## src/verilog/rf_pkg.sv

```systemverilog
package rf_pkg;

	// copies per architectural register
	localparam int rp = 4;
	// copy index width is log2 of rp
	localparam int rb = 2;
	// alu, bru, lsu, csr, mul
	localparam int num_wb = 5;
	// architectural registers x0..x31
	localparam int num_arch = 32;
	// physical copies in total
	localparam int num_phy = num_arch * rp;

	// unit slots in the packed write-back arrays
	localparam int unit_alu = 0;
	localparam int unit_bru = 1;
	localparam int unit_lsu = 2;
	localparam int unit_csr = 3;
	localparam int unit_mul = 4;

	// architectural register number
	typedef logic [4:0] arch_t;
	// copy index inside one register
	typedef logic [rb-1:0] copy_t;
	// physical tag laid out as {arch, copy}
	typedef logic [6:0] tag_t;
	// register data
	typedef logic [63:0] xlen_t;
	// outstanding renames of one register up to rp-1
	typedef logic [2:0] cnt_t;
	// one bit per physical copy
	typedef logic [num_phy-1:0] phy_mask_t;

	// the rp copies of x0 sit at the bottom of every mask
	localparam phy_mask_t x0_mask = phy_mask_t'((1 << rp) - 1);

endpackage

```

## src/verilog/rename_if.sv

```systemverilog
`timescale 1ns/100ps

interface rename_if;

	// rename accepted this cycle
	logic         rn_fire;
	// copy handed out by the rename
	rf_pkg::tag_t rn_tag;
	// commit retired one copy this cycle
	logic         cm_fire;
	// copy that is now the architectural one
	rf_pkg::tag_t cm_tag;

	// rename table side
	modport source (
		output rn_fire,
		output rn_tag,
		output cm_fire,
		output cm_tag
	);

	// write-back log side
	modport sink (
		input rn_fire,
		input rn_tag,
		input cm_fire,
		input cm_tag
	);

endinterface

```

## src/verilog/rename_table.sv

```systemverilog
`timescale 1ns/100ps

module rename_table (
	input  logic          clk,
	input  logic          arst_n,
	// rename request
	input  logic          rn_req,
	input  rf_pkg::arch_t rn_arch,
	output logic          rn_ready,
	output rf_pkg::tag_t  rn_tag,
	// commit of the oldest outstanding copy
	input  logic          cm_valid,
	input  rf_pkg::arch_t cm_arch,
	// read port lookup
	input  rf_pkg::arch_t rd_arch,
	output rf_pkg::tag_t  rd_tag,
	// events toward the write-back log
	rename_if.source      ev
);

	// newest copy of each register
	rf_pkg::copy_t rename_ptr [rf_pkg::num_arch];
	// architectural copy of each register
	rf_pkg::copy_t commit_ptr [rf_pkg::num_arch];
	// renames not yet committed
	rf_pkg::cnt_t  count      [rf_pkg::num_arch];

	logic          rn_zero;
	rf_pkg::copy_t rn_next;
	rf_pkg::copy_t rn_copy;
	rf_pkg::copy_t cm_next;
	logic          rn_fire;
	logic          cm_fire;
	// one-hot register select for each event
	logic [rf_pkg::num_arch-1:0] rn_hit;
	logic [rf_pkg::num_arch-1:0] cm_hit;

	assign rn_zero = (rn_arch == '0);

	// next copy wraps modulo rp through the copy_t width
	assign rn_next = rename_ptr[rn_arch] + 1'b1;
	assign cm_next = commit_ptr[cm_arch] + 1'b1;

	// x0 never allocates, so always ready
	assign rn_ready = rn_zero || (count[rn_arch] < rf_pkg::cnt_t'(rf_pkg::rp - 1));

	// x0 shows copy 0
	assign rn_copy = rn_zero ? '0 : rn_next;
	assign rn_tag = {rn_arch, rn_copy};

	// request without ready is dropped
	assign rn_fire = rn_req && rn_ready && !rn_zero;
	// commit with nothing outstanding is ignored
	assign cm_fire = cm_valid && (count[cm_arch] != '0);

	assign rn_hit = {{(rf_pkg::num_arch - 1){1'b0}}, rn_fire} << rn_arch;
	assign cm_hit = {{(rf_pkg::num_arch - 1){1'b0}}, cm_fire} << cm_arch;

	assign ev.rn_fire = rn_fire;
	assign ev.rn_tag = {rn_arch, rn_next};
	assign ev.cm_fire = cm_fire;
	assign ev.cm_tag = {cm_arch, cm_next};

	// newest copy for the read port
	assign rd_tag = {rd_arch, rename_ptr[rd_arch]};

	always_ff @(posedge clk or negedge arst_n) begin
		if (!arst_n) begin
			for (int i = 0; i < rf_pkg::num_arch; i++) begin
				rename_ptr[i] <= '0;
				commit_ptr[i] <= '0;
				count[i] <= '0;
			end
		end else begin
			for (int i = 0; i < rf_pkg::num_arch; i++) begin
				if (rn_hit[i]) begin
					rename_ptr[i] <= rename_ptr[i] + 1'b1;
				end
				if (cm_hit[i]) begin
					commit_ptr[i] <= commit_ptr[i] + 1'b1;
				end
				// rename and commit together leave the count alone
				case ({rn_hit[i], cm_hit[i]})
					2'b10: count[i] <= count[i] + 1'b1;
					2'b01: count[i] <= count[i] - 1'b1;
					default: count[i] <= count[i];
				endcase
			end
		end
	end

endmodule

```

## src/flat_wrapper.sv

```systemverilog
// flat-port wrapper written by rule: the top's interface ports become plain ports
module rename_table_flat 
  (clk, arst_n, rn_req, rn_arch, rn_ready, rn_tag, cm_valid, cm_arch, rd_arch, rd_tag, ev_rn_fire, ev_rn_tag, ev_cm_fire, ev_cm_tag);
  rename_if ev_i ();
  input  logic clk;
  input  logic arst_n;
  input  logic rn_req;
  input  rf_pkg::arch_t rn_arch;
  output logic rn_ready;
  output rf_pkg::tag_t rn_tag;
  input  logic cm_valid;
  input  rf_pkg::arch_t cm_arch;
  input  rf_pkg::arch_t rd_arch;
  output rf_pkg::tag_t rd_tag;
  output wire logic [$bits(ev_i.rn_fire)-1:0] ev_rn_fire;
  output wire logic [$bits(ev_i.rn_tag)-1:0] ev_rn_tag;
  output wire logic [$bits(ev_i.cm_fire)-1:0] ev_cm_fire;
  output wire logic [$bits(ev_i.cm_tag)-1:0] ev_cm_tag;
  assign ev_rn_fire = ev_i.rn_fire;
  assign ev_rn_tag = ev_i.rn_tag;
  assign ev_cm_fire = ev_i.cm_fire;
  assign ev_cm_tag = ev_i.cm_tag;
  rename_table u_core (.clk(clk), .arst_n(arst_n), .rn_req(rn_req), .rn_arch(rn_arch), .rn_ready(rn_ready), .rn_tag(rn_tag), .cm_valid(cm_valid), .cm_arch(cm_arch), .rd_arch(rd_arch), .rd_tag(rd_tag), .ev(ev_i));
endmodule
```

## config.mk

```make
export PLATFORM = sky130hd
export DESIGN_NAME = rename_table_flat
export DESIGN_NICKNAME = d
export VERILOG_FILES = /design/src/verilog/rf_pkg.sv /design/src/verilog/rename_if.sv /design/src/verilog/rename_table.sv /design/src/flat_wrapper.sv
export SDC_FILE = /design/constraint.sdc
export NUM_CORES = 1
export LEC_CHECK = 0
export BUFFER_PORTS_ARGS = -buffer_cell sky130_fd_sc_hd__buf_4
export CAP_MARGIN = 20
export CORE_ASPECT_RATIO = 2
export CORE_MARGIN = 8
export CORE_UTILIZATION = 50
export CTS_CLUSTER_DIAMETER = 150
export DETAILED_ROUTE_END_ITERATION = 8
export PLACE_DENSITY = 0.76
export SYNTH_ARGS = -nofsm -noshare
export SYNTH_HDL_FRONTEND = slang
export SYNTH_SLANG_ARGS = --single-unit
```

## constraint.sdc

```tcl
create_clock -name clk -period 8.61 [get_ports clk]
set_clock_uncertainty 0.05 [all_clocks]
set_input_delay 0.4305 -clock clk [delete_from_list [all_inputs] [get_ports clk]]
set_output_delay 0.4305 -clock clk [all_outputs]
set_load 0.02 [all_outputs]
```

==> results of run 1 <==
sequential cells by signal, summed over array words and instances (netlist names):
register	cells
u_core.count	96
u_core.commit_ptr	64
u_core.rename_ptr	64
where the power goes:
part / internal (mW) / switching, mW
Sequential: 1.39 / 0.364
Combinational: 0.601 / 0.598
Clock: 0.585 / 0.424
Total: 2.58 / 1.39
cell families (layout without fill, tap and decap cells):
group | after synthesis | after routing | share of synthesized area (%)
AOI/OAI and AO/OA | 58 | 58 | 3.51
xor gates and xnor gates | 225 | 225 | 14.7
adders and majority gates | 64 | 64 | 7.75
buffers and inverters | 189 | 217 | 6.36
DFF | 224 | 224 | 41.7
muxes | 110 | 110 | 14.8
other | 1 | 1 | 0.0279
and+or+nand+nor | 297 | 297 | 11.1
per-stage QoR:
step,cell area [um2],std cells
6_report,14700,1544
5_1_grt,14700,1544
4_1_cts,14600,1542
3_5_place_dp,13900,1503
3_3_place_gp,13900,1503
2_1_floorplan,13400,1168
worst max-delay path by stage:
stage               cells past startpoint          endpoint        from  slack [ns]
global route                           14  u_core.count[47]  cm_arch[0]        4.33
CTS                                     7        ev_cm_fire  cm_arch[0]        4.61
detailed placement                     14  u_core.count[47]  cm_arch[0]        4.16
finish                                 14  u_core.count[92]  cm_arch[1]        4.57
global placement                       14  u_core.count[23]  cm_arch[0]        4.28
floorplan                               8         rn_tag[0]  rn_arch[1]        5.16
cell type report:
cell class | instances | share of cell area, %
well taps | 348 | 2.96
multi-input cells | 755 | 47.4
clock inverters | 7 | 0.477
clock buffers | 31 | 4.66
flip-flops and latches | 224 | 38.1
repair buffers | 56 | 3.20
inverters | 123 | 3.14
critical path, stage by stage:
cell	delay, ns
buf_4	0.50
nand2b_1	0.21
a311oi_1	0.56
nor3_1	0.18
a31oi_1	0.30
o21ai_2	0.08
buf_4	0.25
nor3_1	0.64
ha_1	0.31
inv_1	0.07
fa_1	0.39
xor2_1	0.15
nor2_1	0.16
xnor2_1	0.16
placed cells by master (no fill, tap or decap), types with 39 or more instances in the layout:
cell     instances
xnor2_1        116
nand2_1         72
dfrtp_1        224
buf_4           52
inv_1          123
mux4_2          71
nor2_1          66
nand3_1         39
xor2_1         109
layer usage:
layer,vias to the layer above,global-route usage [%],wire (um)
li1,3979,-,-
met1,4753,24.7,12700
met2,337,36.1,17400
met3,71,2.88,1760
met4,0,7.85,1180
met5,-,0,0
==> impl_metrics.env, run 1 <==
export IMPL_postRouteAntennaNets=0
export IMPL_status="completed"
export IMPL_worst_hold_path_type="input port to flip-flop"
export IMPL_mappedNetlistArea_um2=13400
export IMPL_worst_ep_required_time_ns=8.98
export IMPL_timing_final_crit_share_pct=47.0
export IMPL_report_power_total_mw=3.97
export IMPL_post_cts_resized=0
export IMPL_post_dp_hpwl_mm=23.6
export IMPL_timing_worst_slew_pin_value_ns=0.844
export IMPL_via_count=9140
export IMPL_ys_ff_latch=224
export IMPL_netlist_top_cell_by_area="dfrtp_1"
export IMPL_hold_path_endpoint="u_core.commit_ptr[21]"
export IMPL_synth_edf_count=0
export IMPL_most_frequent_cell_after_synthesis="dfrtp_1"
export IMPL_fraction_of_the_core_area_covered_by_cells_at_the_end_of_the_flow_pct=55.1
export IMPL_fin_nets=1266
export IMPL_cts_htree_levels=1
export IMPL_globalRouteOverflowTotal=0
export IMPL_start_util_pct=50.3
export IMPL_hold_depth=3
export IMPL_cap_violations=0
export IMPL_total_drc_errors_in_the_routed_layout=0
export IMPL_floorplan_core_area_um2=26700
export IMPL_worst_hold_slack_ns=0.307
export IMPL_placementRows=85
export IMPL_antenna_diode_count=0
export IMPL_timing_max_slew_rel_slack_pct=43.7
export IMPL_worst_setup_hold_path_clk_slew_ns=0.06
export IMPL_drt_initial_drc_count=650
export IMPL_period_minus_slack_ns=4.04
export IMPL_synthFlopType="dfrtp_1"
export IMPL_cts_tree="yes"
export IMPL_final_critical_path_setup_slack_ns=4.57
export IMPL_synth_avg_cell_area_um2=11.5
export IMPL_ys_seq_area_share_pct=41.7
export IMPL_critPathLaunchType="input port"
export IMPL_multi_input_area_um2=6970
export IMPL_path_class="input port to flip-flop"
export IMPL_drive_gt1_share_pct=15.7
export IMPL_post_synth_most_frequent_cells="dfrtp_1 (224), inv_1 (123), xnor2_1 (116), xor2_1 (109), nand2_1 (72)"
export IMPL_destination_of_the_worst_register_to_register_timing_path="u_core.count[92]"
export IMPL_end_kind="flip-flop"
export IMPL_worst_r2r_path_depth=13
export IMPL_synthesis_yosys_warnings=0
export IMPL_clockRootBuffer="clkbuf_16"
export IMPL_worst_ir_drop_vdd_uv=212
export IMPL_yosys_top_cells_area="dfrtp_1 (42%), mux4_2 (12%), xnor2_1 (7.6%), xor2_1 (7.1%), fa_1 (4.8%)"
export IMPL_dr_pass1_iters=5
export IMPL_hold_viol=0
export IMPL_cts_hold_buffers=1
export IMPL_worstPathArrival_ns=4.41
export IMPL_synthArstFlopShare_pct=100
export IMPL_total_leakage_power_nw=6.76
export IMPL_setup_repair_after_global_routing_missed_its_margin="no"
export IMPL_syn_num_nets=1251
export IMPL_numPortBuffers=49
export IMPL_wire_length_of_the_first_global_routing_pass_mm=53.4
export IMPL_synthDominantCellAreaShare_pct=41.7
export IMPL_largest_net_degree_at_the_start_of_global_routing=82
export IMPL_synth_distinct_cells=51
export IMPL_antenna_violations_before_repair=0
export IMPL_gp_congestion=0.875
export IMPL_dp_slack_ns=4.16
export IMPL_critical_path_reg2reg_startpoint="u_core.count[84]"
export IMPL_postSynthCellCount=1168
export IMPL_reg2reg_slack_ns=4.76
export IMPL_post_cts_setup_buffer_count=0
export IMPL_timing_max_transition_violations_final=0
export IMPL_hold_path_origin="cm_arch[4]"
export IMPL_drt_wl_total_mm=33.0
export IMPL_clock_tree_buffer_depth=3
export IMPL_via_count_of_the_first_global_routing_pass=9670
export IMPL_power_density_nw_per_um2=270
export IMPL_report_final_setup_viol=0
export IMPL_pin_count=50
export IMPL_final_setup_tns_ns=0
export IMPL_clk_lat_worst_skew_ns=0.51
export IMPL_die_area_um2=32700
export IMPL_drt_wirelength_per_cell_um=21.4
export IMPL_die_width_um=132
export IMPL_avgViaCountPerCell=5.92
export IMPL_die_height_um=248
export IMPL_flow_area_growth_from_synthesis_pct=9.48
export IMPL_cts_sinks=224
export IMPL_final_fill_count=2199
export IMPL_critical_path_max_fanout=43
export IMPL_cts_made_buffers=23
export IMPL_seq_area_um2=5610
export IMPL_globalRouteTotalUtil_pct=20.4
export IMPL_top_achievable_clock_speed_ghz=0.247
Note: power is estimated with default switching activity, not from simulation.
==> inputs of run 2 (changes only) <==
--- a/config.mk
+++ b/config.mk
@@ -5,6 +5,7 @@
 export SDC_FILE = /design/constraint.sdc
 export NUM_CORES = 1
 export LEC_CHECK = 0
+export ABC_AREA = 1
 export BUFFER_PORTS_ARGS = -buffer_cell sky130_fd_sc_hd__buf_4
 export CAP_MARGIN = 20
 export CORE_ASPECT_RATIO = 2
@@ -12,7 +13,7 @@
 export CORE_UTILIZATION = 50
 export CTS_CLUSTER_DIAMETER = 150
 export DETAILED_ROUTE_END_ITERATION = 8
-export PLACE_DENSITY = 0.76
+export PLACE_DENSITY = 0.78
 export SYNTH_ARGS = -nofsm -noshare
 export SYNTH_HDL_FRONTEND = slang
 export SYNTH_SLANG_ARGS = --single-unit
==> constraint.sdc (replaced) <==
create_clock -name clk -period 3.6 [get_ports clk]
set_clock_uncertainty 0.05 [all_clocks]
set_input_delay 0.18 -clock clk [delete_from_list [all_inputs] [get_ports clk]]
set_output_delay 0.18 -clock clk [all_outputs]
set_load 0.02 [all_outputs]
==> impl_metrics.env, run 2 <==
export IMPL_most_frequent_cell_after_synthesis="nand2_1"
export IMPL_clk_lat_worst_skew_ns=0.55
export IMPL_post_synth_most_frequent_cells="nand2_1 (380), inv_1 (234), dfrtp_1 (224), o21ai_0 (166), nand3_1 (121)"
export IMPL_net_switching_power_mw=3.24
export IMPL_start_util_pct=50.2
export IMPL_timing_worst_slew_pin_value_ns=0.848
export IMPL_report_power_total_mw=9.08
export IMPL_end_kind="flip-flop"
export IMPL_synthAdderAreaFrac_pct=7.24
export IMPL_hold_viol=0
export IMPL_top_achievable_clock_speed_ghz=0.295
export IMPL_largest_register_ffs=96
export IMPL_cts_htree_levels=1
export IMPL_critical_path_max_fanout=8
export IMPL_power_combinational_fraction_pct=26.8
export IMPL_critical_path_slowest_cell="fa_1"
export IMPL_gp_congestion=0.977
export IMPL_reg2reg_slack_ns=0.21
export IMPL_fin_nets=1960
export IMPL_hold_path_endpoint="u_core.rename_ptr[58]"
export IMPL_avgViaCountPerCell=5.84
export IMPL_hold_path_origin="rn_arch[4]"
export IMPL_yosys_top_cells_area="dfrtp_1 (39%), nand2_1 (9.9%), inv_1 (6.1%), o21ai_0 (5.8%), fa_1 (4.5%)"
export IMPL_syn_num_nets=1899
export IMPL_via_count_of_the_first_global_routing_pass=12811
export IMPL_globalRouteTotalUtil_pct=24.4
export IMPL_timing_max_slew_rel_slack_pct=43.4
export IMPL_drive_gt1_share_pct=10.2
export IMPL_status="completed"
export IMPL_largest_net_degree_at_the_start_of_global_routing=83
export IMPL_internal_power_mw=5.84
export IMPL_seqPwrFrac_pct=42.9
export IMPL_netlist_top_cell_by_area="dfrtp_1"
export IMPL_fin_cells=2255
export IMPL_setup_repair_after_global_routing_missed_its_margin="no"
export IMPL_numPortBuffers=49
export IMPL_drt_wl_total_mm=42.5
export IMPL_placementRows=88
export IMPL_post_dp_hpwl_mm=30.3
export IMPL_clockRootBuffer="clkbuf_16"
export IMPL_cts_sinks=224
export IMPL_worst_r2r_path_depth=18
export IMPL_reg_largest_list="u_core.count (96), u_core.commit_ptr (64), u_core.rename_ptr (64)"
export IMPL_ys_ff_latch=224
export IMPL_destination_of_the_worst_register_to_register_timing_path="u_core.count[89]"
export IMPL_synthesis_yosys_warnings=0
export IMPL_synth_mux_area_share_pct=0
export IMPL_cap_violations=0
export IMPL_synth_avg_cell_area_um2=7.92
export IMPL_timing_final_crit_share_pct=94.2
export IMPL_worst_ep_required_time_ns=3.97
export IMPL_report_final_setup_viol=0
export IMPL_synth_simple_area_share_pct=23.6
export IMPL_worstPathArrival_ns=3.76
export IMPL_wire_length_of_the_first_global_routing_pass_mm=68.4
export IMPL_floorplan_core_area_um2=28600
export IMPL_final_fill_count=2548
export IMPL_worst_ir_drop_vdd_uv=492
export IMPL_timing_max_transition_violations_final=0
export IMPL_timing_critical_path_cells="inv_1 -> a21oi_1 -> o21ai_0 -> nand3_1 -> o21ai_1 -> nand2_1 -> nand2_1 -> nand2_2 -> nand4_4 -> nor2_4 -> nand4_1 -> inv_1 -> ha_1 -> inv_1 -> fa_1 -> a21oi_1 -> o21ai_0 -> xnor2_1"
export IMPL_pin_count=50
export IMPL_drt_initial_drc_count=1369
export IMPL_total_drc_errors_in_the_routed_layout=0
export IMPL_placed_cells_incl_taps=2207
export IMPL_final_cell_mix="nand2_1 (380), inv_1 (234), dfrtp_1 (224)"
export IMPL_cp_common_cell="inv_1"
export IMPL_mappedNetlistArea_um2=14400
export IMPL_synthArstFlopShare_pct=100
export IMPL_worst_setup_hold_path_clk_slew_ns=0.07
export IMPL_total_leakage_power_nw=7.73
export IMPL_critical_path_reg2reg_startpoint="u_core.count[43]"
export IMPL_synth_top_family_by_area="simple AND/OR/NAND/NOR gates"
export IMPL_drt_wirelength_per_cell_um=18.8
export IMPL_synth_compound_area_share_pct=12.6
export IMPL_synth_xor_area_share_pct=8.10
export IMPL_power_density_nw_per_um2=557
export IMPL_most_common_library_cell_in_the_layout_ignoring_fill_and_taps="nand2_1"
export IMPL_fraction_of_the_core_area_covered_by_cells_at_the_end_of_the_flow_pct=56.9
export IMPL_clock_power_share_pct=30.3
export IMPL_die_area_um2=34800
export IMPL_final_setup_tns_ns=0
export IMPL_regMostFlops="u_core.count"
export IMPL_antenna_violations_before_repair=0
export IMPL_postSynthCellCount=1816
export IMPL_path_class="flip-flop to flip-flop"
export IMPL_synth_edf_count=0
export IMPL_postRouteAntennaNets=0
export IMPL_hold_depth=4
export IMPL_cts_made_buffers=24
export IMPL_ys_seq_area_share_pct=39.0
export IMPL_globalRouteOverflowTotal=0
export IMPL_period_minus_slack_ns=3.39
export IMPL_cts_tree="yes"
export IMPL_synth_distinct_cells=39
export IMPL_flow_area_growth_from_synthesis_pct=13.4
export IMPL_via_count=13177
export IMPL_worst_hold_path_type="input port to flip-flop"
export IMPL_synthDominantCellAreaShare_pct=39.0
export IMPL_critical_path_max_stage_delay_ns=0.42
export IMPL_dr_pass1_iters=6
export IMPL_critPathLaunchType="flip-flop"
export IMPL_die_height_um=256
export IMPL_clock_tree_buffer_depth=3
export IMPL_die_width_um=136
export IMPL_switching_share_pct=35.7
export IMPL_synthFlopType="dfrtp_1"
export IMPL_antenna_diode_count=0
run 2: worst max-delay path by stage:
stage	start	to	slack, ns	cells after the start
3_3_place_gp	cm_arch[1]	u_core.count[71]	0.22	18
2_1_floorplan	cm_arch[0]	u_core.count[32]	0.80	18
4_1_cts	u_core.count[51]	u_core.count[89]	0.17	18
6_report	u_core.count[43]	u_core.count[89]	0.21	18
3_5_place_dp	cm_arch[0]	u_core.count[29]	0.22	20
5_1_grt	u_core.count[51]	u_core.count[89]	0.02	18
run 2: power by group through the flow:
stage | Clock [mW] | Combinational, mW | Sequential, mW
final | 2.75 | 2.44 | 3.89
after global routing | 2.87 | 2.81 | 3.97
after detailed placement | 0 | 2.39 | 3.88
after global placement | 0 | 2.29 | 3.88
after floorplan | 0 | 1.80 | 3.71
after CTS | 2.77 | 2.42 | 3.86
run 2: cells by family after synthesis:
logic type / after synthesis
other cells: 1
compound gates: 325
simple gates: 733
buf+inv: 336
xor+xnor: 133
flops: 224
fa+ha+maj: 64
run 2: cell type report:
| class | instances | area [um2] | area share [%] |
|---|---|---|---|
| multi-input combinational | 1256 | 7410 | 45.5 |
| sequential | 224 | 5610 | 34.4 |
| timing repair buffer | 131 | 1060 | 6.52 |
| inverter | 240 | 901 | 5.53 |
| clock buffer | 35 | 723 | 4.44 |
| tap | 360 | 450 | 2.76 |
| clock inverter | 9 | 148 | 0.906 |
run 2: metal layers:
metal	up-vias	routed length [um]	track usage [%]
met4	0	2780	14.5
li1	6110	-	-
met5	-	0	0
met1	6237	17200	32.4
met2	663	19300	37.2
met3	167	3120	3.18
run 2: critical path: cells and delay by family, from the launching register on:
kind	cells	cell delay, ns
simple gates	7	1.04
compound gates	5	0.70
fa+ha+maj	2	0.59
flops	1	0.38
buf+inv	3	0.35
xor+xnor	1	0.14
run 2: repair_timing:
| item | CTS | global route |
|---|---|---|
| hold endpoints to repair | 80 | 0 |
| gates resized for setup | 0 | 1 |
| buffers inserted | 0 | 2 |
| setup endpoints to repair | 0 | 4 |
| hold buffers | 1 | 0 |
run 2: per-stage QoR:
stage               hold WS (ns)  worst slack (ns)  cell area, um2
floorplan                 -0.166             0.804           14400
CTS                       0.0586             0.169           16300
global route              0.0775            0.0200           16300
detailed placement         0.172             0.218           15400
finish                    0.0850             0.209           16300
global placement           0.178             0.223           15400
