`src/verilog/rf_pkg.sv`:
```
package rf_pkg;

	// copies per architectural register
	localparam int rp = 4;
	// copy index width is log2 of rp
	localparam int rb = 2;
	// alu, bru, lsu, csr, mul
	localparam int num_wb = 5;
	// architectural registers x0..x31
	localparam int num_arch = 32;
	// physical copies in total
	localparam int num_phy = num_arch * rp;

	// unit slots in the packed write-back arrays
	localparam int unit_alu = 0;
	localparam int unit_bru = 1;
	localparam int unit_lsu = 2;
	localparam int unit_csr = 3;
	localparam int unit_mul = 4;

	// architectural register number
	typedef logic [4:0] arch_t;
	// copy index inside one register
	typedef logic [rb-1:0] copy_t;
	// physical tag laid out as {arch, copy}
	typedef logic [6:0] tag_t;
	// register data
	typedef logic [63:0] xlen_t;
	// outstanding renames of one register up to rp-1
	typedef logic [2:0] cnt_t;
	// one bit per physical copy
	typedef logic [num_phy-1:0] phy_mask_t;

	// the rp copies of x0 sit at the bottom of every mask
	localparam phy_mask_t x0_mask = phy_mask_t'((1 << rp) - 1);

endpackage

```
`src/verilog/rename_if.sv`:
```
`timescale 1ns/100ps

interface rename_if;

	// rename accepted this cycle
	logic         rn_fire;
	// copy handed out by the rename
	rf_pkg::tag_t rn_tag;
	// commit retired one copy this cycle
	logic         cm_fire;
	// copy that is now the architectural one
	rf_pkg::tag_t cm_tag;

	// rename table side
	modport source (
		output rn_fire,
		output rn_tag,
		output cm_fire,
		output cm_tag
	);

	// write-back log side
	modport sink (
		input rn_fire,
		input rn_tag,
		input cm_fire,
		input cm_tag
	);

endinterface

```
`src/verilog/wb_log.sv`:
```
`timescale 1ns/100ps

module wb_log (
	input  logic              clk,
	input  logic              arst_n,
	// copies written back this cycle
	input  rf_pkg::phy_mask_t writeb_set,
	// rename and commit events
	rename_if.sink            ev,
	// written bit per copy
	output rf_pkg::phy_mask_t done
);

	// copy renamed but result not yet back
	// done is the inverse, so reset leaves every copy written
	rf_pkg::phy_mask_t pend;
	rf_pkg::phy_mask_t rn_clr;
	rf_pkg::phy_mask_t cm_keep;

	// new copy loses its written bit
	assign rn_clr = rf_pkg::phy_mask_t'(ev.rn_fire) << ev.rn_tag;
	// committed copy stays written
	assign cm_keep = rf_pkg::phy_mask_t'(ev.cm_fire) << ev.cm_tag;

	always_ff @(posedge clk or negedge arst_n) begin
		if (!arst_n) begin
			pend <= '0;
		end else begin
			// rename clear wins over write-back set
			pend <= (pend & ~writeb_set & ~cm_keep) | rn_clr;
		end
	end

	// x0 copies always read as written
	assign done = ~pend | rf_pkg::x0_mask;

endmodule

```
`src/flat_wrapper.sv`:
```
// flat-port wrapper written by rule: the top's interface ports become plain ports
module wb_log_flat 
  (clk, arst_n, writeb_set, done, ev_rn_fire, ev_rn_tag, ev_cm_fire, ev_cm_tag);
  rename_if ev_i ();
  input  logic clk;
  input  logic arst_n;
  input  rf_pkg::phy_mask_t writeb_set;
  output rf_pkg::phy_mask_t done;
  input wire logic [$bits(ev_i.rn_fire)-1:0] ev_rn_fire;
  input wire logic [$bits(ev_i.rn_tag)-1:0] ev_rn_tag;
  input wire logic [$bits(ev_i.cm_fire)-1:0] ev_cm_fire;
  input wire logic [$bits(ev_i.cm_tag)-1:0] ev_cm_tag;
  assign ev_i.rn_fire = ev_rn_fire;
  assign ev_i.rn_tag = ev_rn_tag;
  assign ev_i.cm_fire = ev_cm_fire;
  assign ev_i.cm_tag = ev_cm_tag;
  wb_log u_core (.clk(clk), .arst_n(arst_n), .writeb_set(writeb_set), .ev(ev_i), .done(done));
endmodule
```
`config.mk`:
```
export PLATFORM = sky130hd
export DESIGN_NAME = wb_log_flat
export DESIGN_NICKNAME = d
export VERILOG_FILES = /design/src/verilog/rf_pkg.sv /design/src/verilog/rename_if.sv /design/src/verilog/wb_log.sv /design/src/flat_wrapper.sv
export SDC_FILE = /design/constraint.sdc
export NUM_CORES = 1
export LEC_CHECK = 0
export BUFFER_PORTS_ARGS = -buffer_cell sky130_fd_sc_hd__buf_2
export CAP_MARGIN = 25
export CORE_MARGIN = 3
export CORE_UTILIZATION = 33
export DETAILED_ROUTE_END_ITERATION = 10
export PLACE_DENSITY = 0.69
export SLEW_MARGIN = 15
export SYNTH_ARGS = -nofsm -noshare
export SYNTH_HDL_FRONTEND = slang
export SYNTH_SLANG_ARGS = --single-unit
```
`constraint.sdc`:
```
create_clock -name clk -period 1.45 [get_ports clk]
set_input_delay 0.435 -clock clk [delete_from_list [all_inputs] [get_ports clk]]
set_output_delay 0.435 -clock clk [all_outputs]
set_load 0.01 [all_outputs]
```
==> summary.txt, run 1 <==
Outcome
  – Status: finished clean

Hold path
  – Hold Path Depth: 2
  – Worst Hold Class: input port to flop

GRT
  – First-pass GRT wire length: 36.6 mm
  – GRT Total Usage: 24.8%
  – GRT overflow: 0
  – Initial antenna violation count: 0
  – Pin count of the biggest net entering global routing: 37
  – Number of global-route vias before repair: 6231

Critical path
  – CP Max Fanout: 2
  – Crit path launch type: flop
  – CP max-delay cell: dfrtp_1
  – Critical Path AT: 0.99 ns
  – Crit. Startpoint: u_core.pend[22]$_DFF_PN0_
  – Flop2flop setup slack: 0.51 ns
  – R2r startpoint: u_core.pend[70]$_DFF_PN0_
  – Critical Path End: done[22]
  – Crit-path cells: inv_1 -> buf_6
  – Worst path max stage delay: 0.36 ns
  – Setup CP Type: flop to output port
  – Critical path data required time: 1.02 ns
  – Worst Setup End Kind: output port
  – R2R cell count: 3
  – CP Depth: 2
  – WP buf/inv: 2
  – Reg2reg end: u_core.pend[70]$_DFF_PN0_
  – Top delay family on crit path: flip-flops

Detailed routing
  – Routed via count: 6202
  – Initial DRC Count: 282
  – Via density: 5.26
  – DRT antenna net count: 0
  – Detailed Route WL: 24.6 mm
  – 1st-pass router iterations: 5
  – Wire per inst: 20.9 um
  – DRC errors left: 0

Floorplanning
  – Chip width: 139 um
  – Ports: 274
  – Die area: 19400 um^2
  – Starting Density: 33.8%
  – Die Y: 139 um
  – Rows: 48
  – Total core area: 17400 um^2

Clock tree
  – Clk Latency, worst-skew pair: 0.42 ns
  – CTS max path bufs: 2
  – CTS Sinks: 124
  – H-tree depth: 4
  – TritonCTS clock tree: done
  – CTS buffer count: 17
  – Clock transition at path regs: 0.06 ns
  – Clock root buffer master: clkbuf_16

Cells and area
  – Area of the multi-input gates: 2120 um^2
  – Top flop regs: u_core.pend x124
  – Reg with most FFs: u_core.pend
  – Share of layout cells above drive strength 1: 49.6%
  – Final core utilization: 51.6%
  – Antenna diodes: 0
  – Area Growth Syn to Fin: 52.7%
  – Seq. cell area: 3100 um^2
  – Max reg flops: 124
  – Fillers: 1626
  – Post-layout net count: 1090
  – Finished Layout Cells: 1180

Logic synthesis
  – Cells after synthesis: 616
  – Sequential area share after synthesis: 52.9%
  – Avg Inst Size Synth: 9.53 um^2
  – #FFs+latches synth: 124
  – Ys Warns: 0
  – Netlist cell types: 29
  – Cell Area, Synth: 5870 um^2

Timing
  – Max Fclk: 0.701 GHz
  – Final clock skew: 0 ns
  – Hold Slack: 0.198 ns
  – Pins Over Slew Limit: 0
  – Tmin final: 1.43 ns
  – Worst setup margin: 0.0244 ns
  – Final setup viols: 0
  – RSZ-0062 raised after global routing: yes
  – Tcrit/Tclk final: 98.3%
  – Final hold violations: 0

Power and ir drop
  – Leak Pwr: 3.87 nW
  – VDD IR max: 0.791 mV
  – Pwr Density: 964 nW/um^2

Placed design
  – IO Port Bufs: 265
  – DP HPWL: 17.9 mm
  – Pre-CTS setup slack: -0.316 ns
  – Total placed cells including tap cells: 1145
  – GPL Wtd Cong: 0.851

Job
  – Max cap viols: 0
layer usage:
layer / GRT usage (%) / vias up / share of wire (%)
met5: 0 / - / 0
met4: 9.27 / 0 / 2.9
met3: 6.25 / 50 / 7.7
met2: 40.6 / 286 / 48
met1: 31.9 / 3043 / 41
li1: - / 2823 / -
cells in the final DEF (no fill, tap or decap), types with 5 or more instances in the layout:
cell	Yosys	layout
buf_2	17	215
dfrtp_1	124	124
o32ai_1	123	123
nor2_1	119	119
inv_2	0	91
buf_4	4	73
buf_6	1	49
inv_1	126	35
nand2_1	19	19
clkbuf_16	0	17
buf_12	0	11
nand3_1	10	10
nand4bb_1	9	9
nand4b_1	8	8
nor2b_1	6	6
nand4_1	5	5
repair_timing:
item / 4_1_cts / 5_1_grt
pin swaps: 0 / 0
resized for setup: 7 / 136
hold endpoints to repair: 23 / 0
cloned: 0 / 0
setup endpoints to repair: 7 / 99
buffers inserted: 1 / 3
hold buffers: 1 / 0
through the flow:
step	power, mW	TNS, ns	instance area, um^2
after floorplan	3.82	-2.41	5920
after global placement	4.36	-14.78	8040
after detailed placement	4.37	-17.37	8040
after CTS	8.68	0	8650
after global routing	8.92	-0.0639	8960
final	8.64	0	8960
cell usage after synthesis:
master     count  area share [%]
or4_4          1            0.19
or3_1          1            0.11
o311ai_2       1            0.28
conb_1         1           0.064
or4b_1         6             1.0
nand2_1       19             1.2
nor3b_1        1            0.13
buf_1          2            0.13
buf_2         17             1.4
clkbuf_1      19             1.2
nand4_1        5            0.53
nor2b_1        6            0.64
nor4_1         3            0.32
inv_1        126             8.1
nor4_2         1            0.21
buf_6          1            0.19
nor3_1         2            0.17
or4_1          1            0.13
nand2b_1       3            0.32
nand4b_1       8             1.2
buf_4          4            0.51
and3b_1        1            0.15
o31ai_1        1            0.13
nand3_1       10            0.85
o32ai_1      123              18
nand4bb_1      9             1.7
dfrtp_1      124              53
nor4b_2        1            0.26
nor2_1       119             7.6
worst min-delay path by stage:
stage                         from                          to
floorplan                   arst_n  u_core.pend[100]$_DFF_PN0_
CTS                 writeb_set[55]   u_core.pend[55]$_DFF_PN0_
global placement            arst_n   u_core.pend[67]$_DFF_PN0_
finish              writeb_set[79]   u_core.pend[79]$_DFF_PN0_
detailed placement          arst_n   u_core.pend[67]$_DFF_PN0_
global route        writeb_set[48]   u_core.pend[48]$_DFF_PN0_
power by group:
group / internal [mW] / switching, mW
Sequential: 3.49 / 0.00967
Combinational: 0.359 / 0.474
Clock: 2.76 / 1.55
logic make-up after synthesis:
kind of cell | count (synthesis) | share of synthesized area, %
buf+inv | 169 | 11.6
flops | 124 | 52.9
compound gates | 125 | 18.8
simple gates | 197 | 16.8
other cells | 1 | 0.0639
cell type report:
type / count / area share [%]
flip-flops and latches: 124 / 34.6
well taps: 225 / 3.14
repair buffers: 349 / 26.8
clock inverters: 8 / 1.31
clock buffers: 22 / 5.18
multi-input cells: 326 / 23.6
inverters: 126 / 5.28
No activity file was read; power rests on OpenSTA's default activity.
==> inputs of run 2 (changes only) <==
Settings changed: CELL_PAD_IN_SITES_DETAIL_PLACEMENT from default to 1, CELL_PAD_IN_SITES_GLOBAL_PLACEMENT from default to 1, PLACE_DENSITY 0.69 to 0.87.
==> run 2 against run 1 <==
The run now ends with negative setup slack left. Clock skew unchanged. Setup slack got worse by 0.029 ns. Sequential power about the same.
==> summary.txt, run 2 (same netlist as run 1, synthesis figures left out) <==
Clock tree
  – CTS buffer count: 17 (unchanged)
  – Clk Latency, worst-skew pair: 0.42 ns (about the same)
  – CTS max path bufs: 2 (unchanged)
  – CTS Sinks: 124 (unchanged)
  – Clock root buffer master: clkbuf_16
  – H-tree depth: 4 (unchanged)
  – TritonCTS clock tree: done
  – Clock transition at path regs: 0.06 ns (about the same)

Power and ir drop
  – Comb pwr share: 9.6% (about the same)
  – Sequential power share: 39.3% (-1.2 points)
  – Leak Pwr: 4.00 nW (+3.4%)
  – Net Sw Power: 2.16 mW (+6.0%)
  – Pwr Density: 967 nW/um^2 (+0.24%)
  – Internal: 6.73 mW (+1.9%)
  – Switching share of power: 24.3% (+0.72 points)
  – Clk pwr share: 51.0% (+1.1 points)
  – Total power: 8.89 mW (+2.9%)
  – VDD IR max: 0.806 mV (+1.9%)

Hold path
  – Hold Path Depth: 2 (unchanged)
  – Worst hold path startpoint: writeb_set[60]
  – Worst Hold Class: input port to flop

Floorplanning
  – Die area: 19400 um^2 (unchanged)
  – Die Y: 139 um (unchanged)
  – Starting Density: 33.8% (unchanged)
  – Rows: 48 (unchanged)
  – Chip width: 139 um (unchanged)
  – Ports: 274 (unchanged)
  – Total core area: 17400 um^2 (unchanged)

Placed design
  – GPL Wtd Cong: 0.850 (-0.19%)
  – IO Port Bufs: 265 (unchanged)
  – Total placed cells including tap cells: 1149 (+0.35%)
  – DP HPWL: 19.9 mm (+11%)
  – Placed cell area: 8030 um^2 (about the same)

Critical path
  – Worst Setup End Kind: output port
  – CP Max Fanout: 2 (unchanged)
  – Setup CP Type: flop to output port
  – CP Depth: 2 (unchanged)
  – Crit-path cells: inv_2 -> buf_6
  – R2r startpoint: u_core.pend[40]$_DFF_PN0_
  – CP max-delay cell: dfrtp_1
  – Crit. Startpoint: u_core.pend[19]$_DFF_PN0_
  – Critical path data required time: 1.02 ns (about the same)
  – Critical Path AT: 1.02 ns (+0.03 ns)
  – WP buf/inv: 2 (unchanged)
  – Worst path max stage delay: 0.40 ns (+0.04 ns)
  – Top delay family on crit path: flip-flops
  – R2R cell count: 3 (unchanged)
  – Crit path launch type: flop

Timing
  – RSZ-0062 raised after global routing: yes
  – Worst setup margin: -0.00474 ns (-0.0291 ns)
  – Final clock skew: 0 ns (unchanged)
  – Max Fclk: 0.687 GHz (-2.0%)
  – Final hold violations: 0 (unchanged)
  – Final setup viols: 1 (+1)
  – Pins Over Slew Limit: 0 (unchanged)
  – Tcrit/Tclk final: 100% (+2.0 points)
  – Tmin final: 1.45 ns (+0.0291 ns)

Cells and area
  – Top flop regs: u_core.pend x124
  – Design area: 9200 um^2 (+2.7%)
  – Max reg flops: 124 (unchanged)
  – Post-layout net count: 1097 (+0.64%)
  – Most frequent cells in the layout: buf_2 (187), dfrtp_1 (124), o32ai_1 (123)
  – Share of layout cells above drive strength 1: 51.9% (+2.2 points)
  – Reg with most FFs: u_core.pend
  – Area Growth Syn to Fin: 56.7%
  – Commonest non-fill, non-tap cell in the layout: buf_2
  – Final core utilization: 53.0% (+1.4 points)
  – Finished Layout Cells: 1192 (+1.0%)

Outcome
  – Status: complete, but fails checks
  – Violated checks: negative setup slack

Detailed routing
  – Wire per inst: 23.3 um (+11%)
  – DRT antenna net count: 0 (unchanged)
  – Initial DRC Count: 339 (+20%)
  – Detailed Route WL: 27.7 mm (+13%)
  – Via density: 5.45 (+3.7%)
  – Routed via count: 6500 (+4.8%)
  – DRC errors left: 0 (unchanged)
  – 1st-pass router iterations: 5 (unchanged)

GRT
  – GRT Total Usage: 27.4% (+2.6 points)
  – GRT overflow: 0 (unchanged)
  – Number of global-route vias before repair: 7008 (+12%)
  – Pin count of the biggest net entering global routing: 34 (-8.1%)
  – First-pass GRT wire length: 40.7 mm (+11%)
  – Initial antenna violation count: 3 (+3)

Job
  – Max cap viols: 0 (unchanged)
==> run 2: worst register-to-register path: cells and delay by family, from the launching register on <==
kind | cells | cell delay, ns
buffers and inverters | 2 | 0.17
AO/OA/AOI/OAI | 1 | 0.36
flip-flops | 1 | 0.36
==> run 2: power groups by stage <==
| stage | Clock, mW | Combinational [mW] | Sequential, mW |
|---|---|---|---|
| after floorplan | 0 | 0.265 | 3.55 |
| after global placement | 0 | 0.803 | 3.55 |
| after detailed placement | 0 | 0.815 | 3.56 |
| after CTS | 4.58 | 0.830 | 3.49 |
| after global routing | 4.74 | 0.915 | 3.50 |
| final | 4.54 | 0.858 | 3.50 |
==> run 2: stage by stage <==
step | TNS [ns] | hold slack [ns] | setup WS, ns
2_1_floorplan | -2.41 | 0.139 | -0.174
3_3_place_gp | -16.98 | 0.354 | -0.344
3_5_place_dp | -20.37 | 0.362 | -0.361
4_1_cts | 0 | 0.184 | 0.000493
5_1_grt | -0.178 | 0.186 | -0.0307
6_report | -0.00474 | 0.196 | -0.00474
==> run 2: cell type report <==
cell class	count	area, um^2
tap	225	282
clock inverter	10	138
sequential	124	3100
fill	1993	8160
clock buffer	22	484
inverter	126	473
timing repair buffer	356	2600
antenna	3	7.51
multi-input combinational	326	2120
==> run 2: what timing repair did <==
item	in CTS	in global routing
endpoints found under the hold margin	27	0
resized for setup	42	146
pin swaps	0	0
setup endpoints to repair	35	107
setup buffers	1	6
hold buffers	1	0
==> run 2: routing by layer <==
layer | vias to the layer above | part of all wire (%) | GRT usage, %
li1 | 2842 | - | -
met1 | 3277 | 40 | 33.2
met2 | 305 | 50 | 46.3
met3 | 74 | 6.3 | 6.39
met4 | 2 | 3.6 | 12.5
met5 | - | 0.047 | 0
==> run 2: worst paths after layout <==
path	slack [ns]	to
worst min-delay path	0.20	u_core.pend[60]$_DFF_PN0_
max in group asynchronous	0.46	u_core.pend[88]$_DFF_PN0_
worst min register to register	0.54	u_core.pend[29]$_DFF_PN0_
worst max register to register	0.43	u_core.pend[40]$_DFF_PN0_
min in group asynchronous	0.48	u_core.pend[67]$_DFF_PN0_
worst max-delay path	-0.005	done[19]
==> inputs of run 3 (changes only) <==
Settings changed: SKIP_CTS_REPAIR_TIMING from default to 1.
==> run 3 against run 2 <==
The flow now finishes without violations. Sequential cell count stayed put. Largest cell class unchanged. Largest power group unchanged. Global-route usage is 0.073 points lower. Critical path depth stayed put.
==> summary.txt, run 3 (same netlist as run 1, synthesis figures left out) <==
Critical path
  – Crit. Startpoint: u_core.pend[18]$_DFF_PN0_
  – Setup CP Type: flop to output port
  – CP Max Fanout: 2 (unchanged)
  – Worst Setup End Kind: output port
  – Critical path data required time: 1.02 ns (about the same)
  – R2r startpoint: u_core.pend[40]$_DFF_PN0_
  – Critical Path AT: 1.01 ns (about the same)
  – Crit path launch type: flop

Outcome
  – Status: finished clean

Cells and area
  – Final core utilization: 52.9% (-0.12 points)
  – Commonest non-fill, non-tap cell in the layout: buf_2
  – Design area: 9180 um^2 (-0.22%)
  – Share of layout cells above drive strength 1: 51.8% (about the same)
  – Post-layout net count: 1096 (-0.091%)
  – Max reg flops: 124 (unchanged)
  – Top flop regs: u_core.pend x124
  – Area Growth Syn to Fin: 56.4%
  – Reg with most FFs: u_core.pend
  – Most frequent cells in the layout: buf_2 (188), dfrtp_1 (124), o32ai_1 (123)

Detailed routing
  – DRT antenna net count: 0 (unchanged)
  – Via density: 5.47 (+0.38%)
  – Initial DRC Count: 400 (+18%)
  – Detailed Route WL: 27.9 mm (+0.53%)
  – 1st-pass router iterations: 4 (-1)
  – Wire per inst: 23.4 um (+0.70%)
  – Routed via count: 6514 (+0.22%)
  – DRC errors left: 0 (unchanged)

Power and ir drop
  – VDD IR max: 0.793 mV (-1.6%)
  – Comb pwr share: 9.7% (about the same)
  – Pwr Density: 968 nW/um^2 (+0.12%)
  – Leak Pwr: 3.99 nW (-0.24%)
  – Clk pwr share: 51.0% (about the same)
  – Internal: 6.74 mW (about the same)
  – Switching share of power: 24.2% (-0.080 points)
  – Sequential power share: 39.4% (about the same)
  – Net Sw Power: 2.15 mW (-0.43%)

Timing
  – Tmin final: 1.44 ns (-0.0125 ns)
  – Final hold violations: 0 (unchanged)
  – Pins Over Slew Limit: 0 (unchanged)
  – Final clock skew: 0 ns (unchanged)
  – RSZ-0062 raised after global routing: yes
  – Tcrit/Tclk final: 99.5% (-0.86 points)
  – Max Fclk: 0.693 GHz (+0.87%)
  – Final setup viols: 0 (-1)
  – Worst setup margin: 0.00774 ns (+0.0125 ns)

Placed design
  – GPL Wtd Cong: 0.850 (unchanged)
  – DP HPWL: 19.9 mm (unchanged)
  – Pre-CTS setup slack: -0.361 ns (unchanged)
  – IO Port Bufs: 265 (unchanged)
  – Placed cell area: 8030 um^2 (unchanged)

Job
  – Max cap viols: 0 (unchanged)

Clock tree
  – CTS Sinks: 124 (unchanged)
  – Clock transition at path regs: 0.06 ns (about the same)
  – CTS max path bufs: 2 (unchanged)
  – Clock root buffer master: clkbuf_16
  – Clk Latency, worst-skew pair: 0.42 ns (about the same)
  – H-tree depth: 4 (unchanged)
  – CTS buffer count: 17 (unchanged)
  – TritonCTS clock tree: done

Floorplanning
  – Chip width: 139 um (unchanged)
  – Ports: 274 (unchanged)
  – Starting Density: 33.8% (unchanged)
  – Total core area: 17400 um^2 (unchanged)
  – Die Y: 139 um (unchanged)
  – Die area: 19400 um^2 (unchanged)
  – Rows: 48 (unchanged)

GRT
  – Pin count of the biggest net entering global routing: 34 (unchanged)
  – Initial antenna violation count: 3 (unchanged)
  – GRT overflow: 0 (unchanged)
  – GRT Total Usage: 27.3% (-0.073 points)
  – First-pass GRT wire length: 40.5 mm (-0.32%)
  – Number of global-route vias before repair: 6989 (-0.27%)

Hold path
  – Worst Hold Class: input port to flop
  – Worst hold path startpoint: writeb_set[60]
==> run 3: per-layer routing <==
metal | vias to the layer above | global-route usage [%] | part of all wire, %
li1 | 2847 | - | -
met1 | 3257 | 33.3 | 40
met2 | 326 | 45.9 | 50
met3 | 82 | 6.22 | 6.3
met4 | 2 | 13.0 | 3.8
met5 | - | 0 | 0.047
==> run 3: area by class of cell <==
class,instances,area [um^2]
clock inverters,10,138
repair buffers,355,2580
multi-input cells,326,2120
flip-flops and latches,124,3100
clock buffers,22,484
diodes,2,5.00
fillers,1991,8180
well taps,225,282
inverters,126,473
==> run 3: worst paths after layout <==
path                                             end  slack [ns]  cells after the start
max                                         done[18]       0.008                      2
min                        u_core.pend[60]$_DFF_PN0_        0.20                      2
max reg2reg                u_core.pend[40]$_DFF_PN0_        0.44                      3
min reg2reg                u_core.pend[42]$_DFF_PN0_        0.54                      2
max in group asynchronous  u_core.pend[88]$_DFF_PN0_        0.45                      3
min in group asynchronous  u_core.pend[13]$_DFF_PN0_        0.49                      2
==> run 3: critical path: stages (launching register included) <==
cell	delay (ns)
dfrtp_1	0.36
inv_1	0.08
buf_2	0.14
==> run 3: through the flow <==
step | power [mW] | TNS [ns] | instances | hold slack, ns
after global routing | 9.15 | -0.133 | 1190 | 0.193
final | 8.89 | 0 | 1190 | 0.203
after floorplan | 3.82 | -2.41 | 619 | 0.139
after global placement | 4.36 | -16.98 | 1149 | 0.354
after detailed placement | 4.37 | -20.37 | 1149 | 0.362
after CTS | 8.90 | -0.404 | 1181 | -0.0936
==> run 3: power by group through the flow <==
stage / clock network, mW / logic [mW] / registers, mW
after global placement: 0 / 0.803 / 3.55
after global routing: 4.73 / 0.917 / 3.50
after detailed placement: 0 / 0.815 / 3.56
after CTS: 4.58 / 0.824 / 3.49
final: 4.53 / 0.859 / 3.50
after floorplan: 0 / 0.265 / 3.55
